$ cat src/source/sparc_ctl_macros.svh
`ifndef SPARC_CTL_MACROS_SVH
`define SPARC_CTL_MACROS_SVH

// instruction and state widths
`define WORD_W 32
`define STATE_W 7
`define ALU_OP_W 6

// major opcode
`define OP_HI 31
`define OP_LO 30

// format 3 op3 field
`define OP3_HI 24
`define OP3_LO 19

// format 2 op2 field, overlaps op3
`define OP2_HI 24
`define OP2_LO 22

// branch condition and annul
`define COND_HI 28
`define COND_LO 25
`define ANNUL_BIT 29

`define I_BIT 13

`endif

$ cat src/source/sparc_ctl_pkg.sv
`default_nettype none
`include "sparc_ctl_macros.svh"

package sparc_ctl_pkg;

	typedef enum logic [`STATE_W-1:0] {
		S_RESET       = 7'b0000000,
		S_FETCH_ADDR  = 7'b0000001,
		S_FETCH_PC    = 7'b0000010,
		S_FETCH_WAIT  = 7'b0000011,
		S_DECODE      = 7'b0000100,
		S_ALU         = 7'b0001010,
		S_ALU_IMM     = 7'b0001011,
		S_ALU_CC      = 7'b0001100,
		S_ALU_CC_IMM  = 7'b0001101,
		S_SETHI       = 7'b0001110,
		S_LD_ADDR     = 7'b0010100,
		S_LD_REQ      = 7'b0010101,
		S_LD_WAIT     = 7'b0010110,
		S_LD_WB       = 7'b0010111,
		S_ST_ADDR     = 7'b0011001,
		S_ST_DATA     = 7'b0011010,
		S_ST_WAIT     = 7'b0011011,
		S_ST_DONE     = 7'b0011100,
		S_LD_ADDR_IMM = 7'b0011110,
		S_ST_ADDR_IMM = 7'b0100011,
		S_CALL_LINK   = 7'b0101000,
		S_CALL_JUMP   = 7'b0101001,
		S_JMPL_LINK   = 7'b0101010,
		S_JMPL_REG    = 7'b0101011,
		S_JMPL_IMM    = 7'b0101100,
		S_BR_TAKEN    = 7'b0110010,
		S_BR_SKIP     = 7'b0110011,
		S_BR_ANNUL    = 7'b0110100
	} state_t;

	typedef enum logic [1:0] {
		OP_BRANCH = 2'b00,
		OP_CALL   = 2'b01,
		OP_ARITH  = 2'b10,
		OP_MEM    = 2'b11
	} major_op_t;

	typedef enum logic [2:0] {
		OP2_BRANCH = 3'b010,
		OP2_SETHI  = 3'b100
	} op2_t;

	// bit 4 marks the cc variant
	typedef enum logic [5:0] {
		OP3_ADD    = 6'b000000, OP3_ADDCC  = 6'b010000,
		OP3_ADDX   = 6'b001000, OP3_ADDXCC = 6'b011000,
		OP3_SUB    = 6'b000100, OP3_SUBCC  = 6'b010100,
		OP3_SUBX   = 6'b001100, OP3_SUBXCC = 6'b011100,
		OP3_AND    = 6'b000001, OP3_ANDCC  = 6'b010001,
		OP3_ANDN   = 6'b000101, OP3_ANDNCC = 6'b010101,
		OP3_OR     = 6'b000010, OP3_ORCC   = 6'b010010,
		OP3_ORN    = 6'b000110, OP3_ORNCC  = 6'b010110,
		OP3_XOR    = 6'b000011, OP3_XORCC  = 6'b010011,
		OP3_XNOR   = 6'b000111, OP3_XNORCC = 6'b010111,
		OP3_SLL    = 6'b100101,
		OP3_SRL    = 6'b100110,
		OP3_SRA    = 6'b100111,
		OP3_JMPL   = 6'b111000
	} op3_t;

	// only meaningful under OP_MEM
	typedef enum logic [5:0] {
		MEM_LD     = 6'b000000,
		MEM_LDUB   = 6'b000001,
		MEM_LDUH   = 6'b000010,
		MEM_LDD    = 6'b000011,
		MEM_ST     = 6'b000100,
		MEM_STB    = 6'b000101,
		MEM_STH    = 6'b000110,
		MEM_STD    = 6'b000111,
		MEM_LDSB   = 6'b001001,
		MEM_LDSH   = 6'b001010,
		MEM_LDSTUB = 6'b001101
	} mem_op_t;

	typedef enum logic [2:0] {
		CLS_ALU,
		CLS_SETHI,
		CLS_LOAD,
		CLS_STORE,
		CLS_CALL,
		CLS_JMPL,
		CLS_BRANCH,
		CLS_ILLEGAL
	} instr_class_t;

	typedef struct packed {
		instr_class_t cls;
		logic set_cc;
		logic imm;
		logic annul;
	} decoded_t;

	typedef struct packed {
		logic rf_load_en;
		logic rf_clear_en;
		logic ir_ld;
		logic mar_ld;
		logic mdr_ld;
		logic pc_ld;
		logic npc_ld;
		logic npc_clr;
		logic fr_ld;
		logic r_w;
		logic mov;
		logic [1:0] mem_type;
		logic [1:0] mb;
		logic mm;
		logic [1:0] mnp;
		logic mop;
		logic [1:0] mp;
		logic msa;
		logic link_sel;
		logic [`ALU_OP_W-1:0] alu_op;
	} ctl_word_t;

endpackage

`default_nettype wire

$ cat src/source/control_encoder.sv
`timescale 1ns/1ns
`default_nettype none

module control_encoder import sparc_ctl_pkg::*; (
	input wire state_t state,
	output ctl_word_t ctl
);

	always_comb begin
		ctl = '0;
		case (state)
			S_RESET: begin
				ctl.rf_clear_en = 1'b1;
				ctl.pc_ld = 1'b1;
				ctl.npc_clr = 1'b1;
			end

			// mar <- pc, npc + 4 on the alu
			S_FETCH_ADDR: begin
				ctl.mar_ld = 1'b1;
				ctl.mb = 2'b10;
				ctl.mnp = 2'b11;
				ctl.mop = 1'b1;
				ctl.alu_op = 6'b100001;
			end
			S_FETCH_PC: begin
				ctl.pc_ld = 1'b1;
				ctl.npc_ld = 1'b1;
				ctl.r_w = 1'b1;
				ctl.mov = 1'b1;
				ctl.mem_type = 2'b10;
				ctl.mp = 2'b11;
			end
			S_FETCH_WAIT: begin
				ctl.ir_ld = 1'b1;
				ctl.r_w = 1'b1;
				ctl.mov = 1'b1;
				ctl.mem_type = 2'b10;
			end

			S_ALU: begin
				ctl.rf_load_en = 1'b1;
			end
			S_ALU_IMM: begin
				ctl.rf_load_en = 1'b1;
				ctl.mb = 2'b01;
			end
			S_ALU_CC: begin
				ctl.rf_load_en = 1'b1;
				ctl.fr_ld = 1'b1;
			end
			S_ALU_CC_IMM: begin
				ctl.rf_load_en = 1'b1;
				ctl.fr_ld = 1'b1;
				ctl.mb = 2'b01;
			end
			S_SETHI: begin
				ctl.rf_load_en = 1'b1;
				ctl.mb = 2'b10;
				ctl.mop = 1'b1;
			end

			S_LD_ADDR, S_LD_ADDR_IMM: begin
				ctl.mar_ld = 1'b1;
				ctl.r_w = 1'b1;
				ctl.mop = 1'b1;
				ctl.mb = (state == S_LD_ADDR_IMM) ? 2'b01 : 2'b00;
			end
			S_LD_REQ: begin
				ctl.r_w = 1'b1;
				ctl.mov = 1'b1;
			end
			S_LD_WAIT: begin
				ctl.mdr_ld = 1'b1;
				ctl.r_w = 1'b1;
				ctl.mov = 1'b1;
			end
			// write mdr back through the alu
			S_LD_WB: begin
				ctl.rf_load_en = 1'b1;
				ctl.mb = 2'b11;
				ctl.mop = 1'b1;
				ctl.alu_op = 6'b100001;
			end

			S_ST_ADDR, S_ST_ADDR_IMM: begin
				ctl.mar_ld = 1'b1;
				ctl.r_w = 1'b1;
				ctl.mm = 1'b1;
				ctl.mop = 1'b1;
				ctl.mb = (state == S_ST_ADDR_IMM) ? 2'b01 : 2'b00;
			end
			S_ST_DATA: begin
				ctl.mdr_ld = 1'b1;
				ctl.mm = 1'b1;
				ctl.mop = 1'b1;
				ctl.msa = 1'b1;
				ctl.alu_op = 6'b100000;
			end
			S_ST_WAIT: begin
				ctl.mov = 1'b1;
			end

			// link register gets pc
			S_CALL_LINK, S_JMPL_LINK: begin
				ctl.rf_load_en = 1'b1;
				ctl.mb = 2'b10;
				ctl.mop = 1'b1;
				ctl.alu_op = 6'b100001;
				ctl.link_sel = (state == S_CALL_LINK);
			end
			S_CALL_JUMP, S_BR_TAKEN: begin
				ctl.pc_ld = 1'b1;
				ctl.npc_ld = 1'b1;
				ctl.mnp = 2'b10;
				ctl.mp = 2'b11;
			end
			S_JMPL_REG, S_JMPL_IMM: begin
				ctl.pc_ld = 1'b1;
				ctl.npc_ld = 1'b1;
				ctl.mp = 2'b11;
				ctl.mb = (state == S_JMPL_IMM) ? 2'b01 : 2'b00;
			end

			S_BR_SKIP: begin
				ctl.pc_ld = 1'b1;
				ctl.npc_ld = 1'b1;
				ctl.mnp = 2'b11;
				ctl.mp = 2'b11;
			end
			// skip the delay slot
			S_BR_ANNUL: begin
				ctl.pc_ld = 1'b1;
				ctl.npc_ld = 1'b1;
				ctl.mnp = 2'b01;
				ctl.mp = 2'b10;
			end

			default: begin
				ctl = '0;
			end
		endcase
	end

endmodule

`default_nettype wire

$ cat src/source/instr_decoder.sv
`timescale 1ns/1ns
`default_nettype none
`include "sparc_ctl_macros.svh"

module instr_decoder import sparc_ctl_pkg::*; (
	input wire logic [`WORD_W-1:0] ir,
	output decoded_t dec
);

	logic [1:0] op;
	logic [5:0] op3;
	logic [2:0] op2;

	assign op = ir[`OP_HI:`OP_LO];
	assign op3 = ir[`OP3_HI:`OP3_LO];
	assign op2 = ir[`OP2_HI:`OP2_LO];

	always_comb begin
		dec.cls = CLS_ILLEGAL;
		dec.set_cc = 1'b0;
		dec.imm = ir[`I_BIT];
		dec.annul = ir[`ANNUL_BIT];

		case (op)
			OP_CALL: begin
				dec.cls = CLS_CALL;
			end

			OP_BRANCH: begin
				if (op2 == OP2_BRANCH)
					dec.cls = CLS_BRANCH;
			end

			OP_ARITH: begin
				case (op3)
					OP3_ADD, OP3_ADDCC, OP3_ADDX, OP3_ADDXCC,
					OP3_SUB, OP3_SUBCC, OP3_SUBX, OP3_SUBXCC,
					OP3_AND, OP3_ANDCC, OP3_ANDN, OP3_ANDNCC,
					OP3_OR, OP3_ORCC, OP3_ORN, OP3_ORNCC,
					OP3_XOR, OP3_XORCC, OP3_XNOR, OP3_XNORCC: begin
						dec.cls = CLS_ALU;
						dec.set_cc = op3[4];
					end
					// shifts have no cc form
					OP3_SLL, OP3_SRL, OP3_SRA: begin
						dec.cls = CLS_ALU;
					end
					OP3_JMPL: begin
						dec.cls = CLS_JMPL;
					end
					default: begin
						// sethi shares the 100 prefix with the shifts
						if (op2 == OP2_SETHI)
							dec.cls = CLS_SETHI;
					end
				endcase
			end

			OP_MEM: begin
				case (op3)
					MEM_LD, MEM_LDUB, MEM_LDUH, MEM_LDD,
					MEM_LDSB, MEM_LDSH, MEM_LDSTUB: begin
						dec.cls = CLS_LOAD;
					end
					MEM_ST, MEM_STB, MEM_STH, MEM_STD: begin
						dec.cls = CLS_STORE;
					end
					default: begin
						dec.cls = CLS_ILLEGAL;
					end
				endcase
			end

			default: begin
				dec.cls = CLS_ILLEGAL;
			end
		endcase
	end

endmodule

`default_nettype wire

$ cat src/source/micro_sequencer.sv
`timescale 1ns/1ns
`default_nettype none

module micro_sequencer import sparc_ctl_pkg::*; (
	input wire logic Clk,
	input wire logic Clr,
	input wire decoded_t dec,
	input wire logic bcond,
	input wire logic moc,
	output state_t state
);

	state_t next_state;

	always_ff @(posedge Clk or negedge Clr) begin
		if (!Clr)
			state <= S_RESET;
		else
			state <= next_state;
	end

	always_comb begin
		next_state = S_FETCH_ADDR;
		case (state)
			S_RESET:      next_state = S_FETCH_ADDR;
			S_FETCH_ADDR: next_state = S_FETCH_PC;
			S_FETCH_PC:   next_state = S_FETCH_WAIT;
			S_FETCH_WAIT: next_state = moc ? S_DECODE : S_FETCH_WAIT;

			S_DECODE: begin
				case (dec.cls)
					CLS_ALU: begin
						case ({dec.set_cc, dec.imm})
							2'b00:   next_state = S_ALU;
							2'b01:   next_state = S_ALU_IMM;
							2'b10:   next_state = S_ALU_CC;
							default: next_state = S_ALU_CC_IMM;
						endcase
					end
					CLS_SETHI: next_state = S_SETHI;
					CLS_LOAD:  next_state = dec.imm ? S_LD_ADDR_IMM : S_LD_ADDR;
					CLS_STORE: next_state = dec.imm ? S_ST_ADDR_IMM : S_ST_ADDR;
					CLS_CALL:  next_state = S_CALL_LINK;
					CLS_JMPL:  next_state = S_JMPL_LINK;
					CLS_BRANCH: begin
						// annul only matters when not taken
						if (bcond)
							next_state = S_BR_TAKEN;
						else if (!dec.annul)
							next_state = S_BR_SKIP;
						else
							next_state = S_BR_ANNUL;
					end
					default: next_state = S_FETCH_ADDR;
				endcase
			end

			// load path
			S_LD_ADDR, S_LD_ADDR_IMM: next_state = S_LD_REQ;
			S_LD_REQ:                 next_state = S_LD_WAIT;
			S_LD_WAIT:                next_state = moc ? S_LD_WB : S_LD_WAIT;

			// store path
			S_ST_ADDR, S_ST_ADDR_IMM: next_state = S_ST_DATA;
			S_ST_DATA:                next_state = S_ST_WAIT;
			S_ST_WAIT:                next_state = moc ? S_ST_DONE : S_ST_WAIT;

			S_CALL_LINK: next_state = S_CALL_JUMP;
			S_JMPL_LINK: next_state = dec.imm ? S_JMPL_IMM : S_JMPL_REG;

			// last state of every class
			default: next_state = S_FETCH_ADDR;
		endcase
	end

endmodule

`default_nettype wire

$ cat src/source/sparc_ctl.sv
`timescale 1ns/1ns
`default_nettype none
`include "sparc_ctl_macros.svh"

module sparc_ctl import sparc_ctl_pkg::*; (
	input wire logic Clk,
	input wire logic Clr,
	input wire logic [`WORD_W-1:0] ir,
	input wire logic bcond,
	input wire logic moc,
	output state_t state,
	output ctl_word_t ctl
);

	decoded_t dec;

	instr_decoder instr_decoder_inst (
		.ir  (ir),
		.dec (dec)
	);

	micro_sequencer micro_sequencer_inst (
		.Clk   (Clk),
		.Clr   (Clr),
		.dec   (dec),
		.bcond (bcond),
		.moc   (moc),
		.state (state)
	);

	control_encoder control_encoder_inst (
		.state (state),
		.ctl   (ctl)
	);

endmodule

`default_nettype wire

$ cat config.mk
export PLATFORM = sky130hd
export DESIGN_NAME = sparc_ctl
export DESIGN_NICKNAME = d
export VERILOG_FILES = /design/src/source/sparc_ctl_pkg.sv /design/src/source/control_encoder.sv /design/src/source/instr_decoder.sv /design/src/source/micro_sequencer.sv /design/src/source/sparc_ctl.sv
export VERILOG_INCLUDE_DIRS = /design/src /design/src/source
export SDC_FILE = /design/constraint.sdc
export NUM_CORES = 1
export LEC_CHECK = 0
export ABC_AREA = 1
export BUFFER_PORTS_ARGS = -buffer_cell sky130_fd_sc_hd__clkbuf_2
export CAP_MARGIN = 10
export CORE_MARGIN = 3
export CORE_UTILIZATION = 35
export CTS_CLUSTER_DIAMETER = 50
export DETAILED_ROUTE_END_ITERATION = 8
export GPL_TIMING_DRIVEN = 1
export PLACE_DENSITY = 0.79
export SLEW_MARGIN = 20
export SYNTH_ARGS = -nofsm -noshare
export SYNTH_HDL_FRONTEND = slang
export SYNTH_SLANG_ARGS = --single-unit
$ cat constraint.sdc
create_clock -name Clk -period 1.6 [get_ports Clk]
set_input_delay 0.32 -clock Clk [delete_from_list [all_inputs] [get_ports Clk]]
set_output_delay 0.32 -clock Clk [all_outputs]
set_load 0.02 [all_outputs]
After elaboration in Yosys (flattened, before gate mapping)
Memory sizes are Yosys's and may differ from the RTL's.
Index checks and enable logic that the tools add are counted.
- word-level logic and storage cells: 133
- memories kept: 1
- ROM bits: 32
- input port bits: 36
- output and inout bits: 36
- register bits: 7
- reductions and logical operators: 29
- multiplexer cells: 40
- equal/unequal tests: 62
- memories (name ; depth ; bits a word ; rd ports ; clocked after Yosys merged registers in ; wr ports ; line ; text):
    (name not given) ; 16 ; 2 ; 1 ; 0 ; 0 ; instr_decoder.sv:60 ; case (op3)
- operators by type and width (cell ; number):
    $pmux W7 S12 ; 1
    $eq A7 B6 Y1 const B ; 9
    $eq A6 B5 Y1 const B ; 10
    $eq A7 B5 Y1 const B ; 8
    $pmux W7 S7 ; 1
    $eq A7 B4 Y1 const B ; 5
    $eq A6 B3 Y1 const B ; 4
    $eq A6 B6 Y1 const B ; 4
    $reduce_or A8 Y1 ; 3
    $reduce_or A23 Y1 ; 1
    $mux W1 ; 21
    $reduce_or A2 Y1 ; 10
    $reduce_or A20 Y1 ; 1
    $mux W3 ; 6
    $eq A7 B2 Y1 const B ; 2
    $eq A3 B3 Y1 const B ; 4
    $eq A6 B2 Y1 const B ; 2
    $eq A6 B4 Y1 const B ; 2
    $pmux W2 S6 ; 1
    $pmux W3 S4 ; 1
    $pmux W6 S2 ; 1
    $reduce_or A10 Y1 ; 1
    $reduce_or A5 Y1 ; 2
    $eq A3 B2 Y1 const B ; 3
    22 further kinds ; 28

Logic depth before layout (Yosys ltp)
Gate-level depths: netlist of the first run.
- word-level depth: 8
- mapped depth: 16

Modules after synthesis
From an unflattened synthesis of the first run, not the netlist that was laid out.
- cells, all modules: 297
- area total of the unflattened synthesis: 1506.4 µm²
- by module, submodules not included (module ; instances ; cells an instance ; seq. area each (µm²) ; area each (µm²)):
    micro_sequencer ; 1 ; 122 ; 150.1 ; 688.2
    control_encoder ; 1 ; 122 ; 0.0 ; 536.8
    instr_decoder ; 1 ; 53 ; 0.0 ; 281.5

Worst setup path before layout of the first run
Ideal clock, no wire load.
- kind: register -> output
- start: register micro_sequencer_inst.state[4]
- end: output port ctl[14] (netlist bit)
- data arrival time: 1.733 ns
- required time: 1.280 ns
- path slack: -0.453 ns
- stages on the path, launching flop included: 7
- buffers on the path: 0
- path through: dfrtp_1 nor2_1 inv_1 nor3_1 a31o_2 a21oi_1 nand4_1
- RTL lines (what ; line ; text):
    start: declaration ; micro_sequencer.sv:10 ; output state_t state
    start signal: assignment ; micro_sequencer.sv:19 ; state <= next_state;
    end: declaration ; sparc_ctl.sv:12 ; output ctl_word_t ctl

==> results of run 1 <==
## placed cells by master, fill, tap and decap left out, types with 6 or more instances in the layout
cell type | synthesis | routed
nand4_1 | 8 | 8
nand3_2 | 3 | 14
nand2_1 | 67 | 40
nor2_4 | 5 | 21
conb_1 | 1 | 6
nor2_1 | 32 | 12
inv_2 | 9 | 19
dfrtp_2 | 0 | 6
nand2_4 | 0 | 12
nor2_2 | 5 | 9
buf_6 | 0 | 21
nand2_2 | 5 | 19
clkbuf_8 | 0 | 7
buf_8 | 0 | 13
inv_1 | 41 | 25
clkbuf_2 | 0 | 17
buf_4 | 7 | 65
## per-layer routing
layer	vias up	part of all wire (%)	GRT usage, %
met3	93	9.1	2.36
met2	212	50	51.1
met1	1096	31	26.4
li1	1004	-	-
met5	-	0	0
met4	0	10	14.9
## power by group through the flow
stage | Sequential (µW) | Combinational (µW) | Clock (µW)
after floorplan | 325 | 1180 | 0
after global placement | 270 | 1930 | 0
after detailed placement | 274 | 1950 | 0
after CTS | 275 | 2490 | 218
after global routing | 307 | 3620 | 233
final | 314 | 3550 | 217
## worst max-delay path by stage
| stage | endpoint | depth (start not counted) | slack, ns | start |
|---|---|---|---|---|
| global route | ctl[15] | 9 | -0.84 | micro_sequencer_inst.state[4] |
| global placement | micro_sequencer_inst.state[1] | 17 | -0.37 | ir[20] |
| finish | ctl[15] | 9 | -0.59 | micro_sequencer_inst.state[4] |
| detailed placement | micro_sequencer_inst.state[1] | 17 | -0.46 | ir[20] |
| CTS | ctl[19] | 10 | -0.40 | micro_sequencer_inst.state[4] |
| floorplan | ctl[23] | 8 | -0.21 | micro_sequencer_inst.state[5] |
## cell type report
| cell class | instances | area [µm²] |
|---|---|---|
| Clock buffer | 3 | 41.3 |
| Fill cell | 155 | 408 |
| Inverter | 50 | 218 |
| Multi-Input combinational cell | 184 | 1440 |
| Sequential cell | 6 | 158 |
| Tap cell | 46 | 57.6 |
| Timing Repair Buffer | 123 | 1120 |
## Yosys cell counts (2+ instances only)
cell / n / area, µm²
nand2_2: 5 / 31.3
inv_2: 9 / 33.8
dfrtp_1: 6 / 150
buf_4: 7 / 52.6
o21ai_0: 8 / 40.0
nand3_1: 19 / 95.1
nand4_1: 8 / 50.1
nor2_1: 32 / 120
nor2_2: 5 / 31.3
a31oi_1: 2 / 12.5
nor2_4: 5 / 56.3
a21oi_2: 2 / 17.5
nand3_2: 3 / 30.0
a21oi_1: 7 / 35.0
nor3_1: 3 / 15.0
inv_1: 41 / 154
nand2_1: 67 / 251
ha_1: 4 / 50.1
## cell families (layout without fill, tap and decap cells)
kind of cell / Yosys count / in the layout / share of synthesized area (%)
adder cells (fa/ha/maj): 4 / 4 / 3.86
buffers and inverters: 57 / 176 / 18.5
other: 1 / 6 / 0.289
flip-flops: 6 / 6 / 11.6
AND/OR/NAND/NOR: 152 / 152 / 55.7
AO/OA/AOI/OAI: 22 / 22 / 10.0
## what timing repair did
action	4_1_cts	5_1_grt
hold endpoints to repair	6	0
hold buffers	1	0
pin swaps	28	31
gates resized for setup	94	94
endpoints found under the setup margin	30	30
setup buffers	15	18
## critical path, cell delays in order, from the launching register on
cell and delay, ns:
dfrtp_2 0.43, inv_1 0.11, nor2_4 0.15, inv_2 0.08, nor2_4 0.19, nand3_2 0.18, nand2_2 0.14, a31oi_4 0.06
nand2_1 0.16, clkbuf_8 0.17
## stage by stage
stage	total power (µW)	area, µm²	setup slack (ns)	util, %
3_5_place_dp	2220	2050	-0.463	59.4
4_1_cts	2990	2630	-0.400	76.5
6_report	4080	3030	-0.595	88.1
2_1_floorplan	1500	1470	-0.214	-
3_3_place_gp	2200	2050	-0.374	59.4
5_1_grt	4160	3030	-0.836	88.1
==> impl_metrics.tcl, run 1 <==
set metrics [dict create \
    hold_viol 0 \
    power_switching_uw 2130 \
    start_util_pct 37.7 \
    r2r_start "micro_sequencer_inst.state[1]" \
    clk_latency_ns 0.21 \
    ant_nets 0 \
    final.setup.tns_ns -13.07 \
    stdcell_count 412 \
    dp_hpwl_um 3370 \
    cellLeakagePower_uw 0.00161 \
    drt-initial-drc-count 392 \
    avgSynthCellArea_um2 5.36 \
    diodes 0 \
    synth_cell_types 27 \
    drive_gt1_share_pct 70.2 \
    wirelength_um 8500 \
    seq_power_share_pct 7.7 \
    row_count 21 \
    required_ns 1.28 \
    async_flop_share_pct 100 \
    setup_viol_count_final 30 \
    ir_drop_mv 0.497 \
    finClkSkew_ns 0.000559 \
    fin_nets 408 \
    synth-edff-count 0 \
    viasPerCell 5.84 \
    port_buffers 43 \
    die_y_um 66.9 \
    synthesis.area_mm2 0.00130 \
    firstDrtPassIters 6 \
    top_regs "micro_sequencer_inst.state (6)" \
    comb_power_share_pct 87.0 \
    die_w_um 66.9 \
    startpoint_type "flop" \
    pwr-share-clk_pct 5.3 \
    fmaxAchievable_mhz 456 \
    area_delta_synth_final_pct 134 \
    ios 72 \
    crit_path_end_kind "primary output" \
    cp_max_fo 5 \
    top_register "micro_sequencer_inst.state" \
    vias 2405 \
    violations "negative setup slack" \
    syn_inst 242 \
    fin_crit_ns 2.19 \
    grt_max_degree 9 \
    clk_path_buf_depth 2 \
    worstRegToRegCells 15 \
    whs_ns 0.468 \
    gp_congestion 0.954 \
    finalMaxSlewViolations 0 \
    drc 0 \
    numCtsBuffers 3 \
    cellPowerDensity_mw_per_mm2 1340 \
    largest_reg_flops 6 \
    routedWlPerCell_um 20.6 \
    grt.overflow.total 0 \
    arrival_ns 1.87 \
    grt_pass1_wl_um 9030 \
    grtUsageTotal_pct 26.2 \
    htreeDepth 1 \
    dp.cells 376 \
    cts_root_buf "clkbuf_8" \
    p_int_uw 1950 \
    rr_endpoint "micro_sequencer_inst.state[0]" \
    synth_ff_type "dfrtp_1" \
    path_class "reg -> out" \
    switching_share_pct 52.1 \
    path_clk_slew_ns 0.03 \
    ys_ff_latch 6 \
    status "finished, violations left" \
    hold_class "in -> async" \
    antenna_found_initial 0 \
    yosys_warnings 0 \
    cts_tree "done" \
    core-area_mm2 0.00344 \
    cts.sink_count 6 \
    finalCritPeriodShare_pct 137 \
    cap_violations 0 \
    die_area_mm2 0.00447 \
    first_global_vias 2019 \
    fin_ws_ns -0.595 \
    ys_seq_area_share_pct 11.6 \
    rsz0062_at_grt "yes" \
    r2r_slack_ns -0.43 \
]
Note: power is estimated with default switching activity, not from simulation.
==> run 2: changes to the inputs <==
Settings changed: CELL_PAD_IN_SITES_DETAIL_PLACEMENT from default to 2, CELL_PAD_IN_SITES_GLOBAL_PLACEMENT from default to 2, CORE_UTILIZATION 35 to 18, PLACE_DENSITY 0.79 to 0.87.
==> impl_metrics.tcl, run 2 (synthesis gave the netlist of run 1 again) <==
set metrics [dict create \
    status "finished, violations left" \
    violations "negative setup slack" \
    fmaxAchievable_mhz 441 \
    area_delta_synth_final_pct 161 \
    numCtsBuffers 3 \
    finalMaxSlewViolations 0 \
    crit_path_end_kind "primary output" \
    cts_root_buf "clkbuf_8" \
    fin_ws_ns -0.669 \
    htreeDepth 1 \
    core-area_mm2 0.00691 \
    cellLeakagePower_uw 0.00172 \
    dp.cells 440 \
    fin_crit_ns 2.27 \
    worstRegToRegCells 14 \
    clk_path_buf_depth 2 \
    r2r_slack_ns -0.67 \
    drc 0 \
    rr_endpoint "micro_sequencer_inst.state[0]" \
    ios 72 \
    layout_commonest_cell "buf_4" \
    wirelength_um 12500 \
    finalCritPeriodShare_pct 142 \
    path_clk_slew_ns 0.04 \
    top_regs "micro_sequencer_inst.state (6)" \
    fin_nets 431 \
    diodes 0 \
    placed_area_mm2 0.00223 \
    top_register "micro_sequencer_inst.state" \
    ant_nets 0 \
    die_y_um 90.9 \
    final_cell_mix "78 x buf_4, 38 x nand2_1, 25 x nor2_4, 23 x inv_1, 23 x buf_6" \
    die_w_um 90.9 \
    first_global_vias 2549 \
    routedWlPerCell_um 25.7 \
    grtUsageTotal_pct 22.5 \
    grt.overflow.total 0 \
    largest_reg_flops 6 \
    hold_viol 0 \
    rsz0062_at_grt "yes" \
    whs_ns 0.508 \
    required_ns 1.28 \
    cp_max_fo 5 \
    viasPerCell 4.80 \
    drt-initial-drc-count 134 \
    post-route-cell-area_mm2 0.00339 \
    drive_gt1_share_pct 71.7 \
    dp_hpwl_um 5620 \
    antenna_found_initial 0 \
    stdcell_count 485 \
    port_buffers 43 \
    setup_viol_count_final 30 \
    cellPowerDensity_mw_per_mm2 1310 \
    arrival_ns 1.95 \
    row_count 30 \
    cap_violations 0 \
    start_util_pct 18.8 \
    cts_tree "done" \
    cts.sink_count 6 \
    startpoint_type "flop" \
    die_area_mm2 0.00826 \
    grt_pass1_wl_um 14500 \
    ir_drop_mv 0.391 \
    vias 2330 \
    finClkSkew_ns 0.00114 \
    grt_max_degree 8 \
    clk_latency_ns 0.23 \
    path_class "reg -> out" \
    r2r_start "micro_sequencer_inst.state[5]" \
    hold_class "in -> async" \
    gp_congestion 0.838 \
    firstDrtPassIters 4 \
]
-- run 2: what timing repair did --
action	in CTS	in global routing
pin swaps	38	28
endpoints found under the setup margin	30	30
buffers inserted	25	20
gates resized for setup	126	77
endpoints found under the hold margin	6	0
hold buffers	1	0
-- run 2: final cells by class --
cell class	instances	area, µm²
Clock buffer	3	41.3
Fill cell	774	3520
Inverter	50	225
Multi-Input combinational cell	184	1470
Sequential cell	6	158
Tap cell	96	120
Timing Repair Buffer	146	1370
-- run 2: worst max-delay path by stage --
stage / slack (ns) / cells past startpoint / from / end
detailed placement: -0.58 / 17 / ir[20] / micro_sequencer_inst.state[1]
finish: -0.67 / 9 / micro_sequencer_inst.state[5] / ctl[15]
floorplan: -0.21 / 8 / micro_sequencer_inst.state[5] / ctl[23]
global route: -0.71 / 16 / micro_sequencer_inst.state[2] / micro_sequencer_inst.state[0]
global placement: -0.38 / 17 / ir[20] / micro_sequencer_inst.state[1]
CTS: -0.44 / 11 / micro_sequencer_inst.state[1] / ctl[13]
-- run 2: routing by layer --
metal,vias up,track usage [%],wire (µm)
met3,40,1.75,405
met5,-,0,0
met2,86,46.9,6900
met1,1163,21.8,4460
met4,0,10.1,711
li1,1041,-,-
-- run 2: critical path, stage by stage (launching register included) --
cell	delay [ns]
dfrtp_2	0.48
nor2_4	0.22
inv_2	0.09
nor2_4	0.17
buf_12	0.13
nand3_4	0.10
nand2_4	0.11
a31oi_4	0.05
nand2_1	0.17
clkbuf_8	0.18
-- run 2: metrics by stage --
| step | power, µW | util [%] | setup TNS [ns] | setup WS, ns |
|---|---|---|---|---|
| finish | 4420 | 49.0 | -14.63 | -0.669 |
| detailed placement | 2420 | 32.2 | -8.73 | -0.583 |
| CTS | 3480 | 43.7 | -10.26 | -0.444 |
| floorplan | 1500 | - | -1.19 | -0.214 |
| global placement | 2300 | 32.2 | -5.48 | -0.381 |
| global route | 4570 | 49.0 | -16.14 | -0.708 |
-- run 2: report_power, final --
group | total, µW | switching (µW) | internal [µW]
Combinational | 3860 | 2130 | 1730
Sequential | 320 | 118 | 202
Clock | 239 | 76.5 | 163
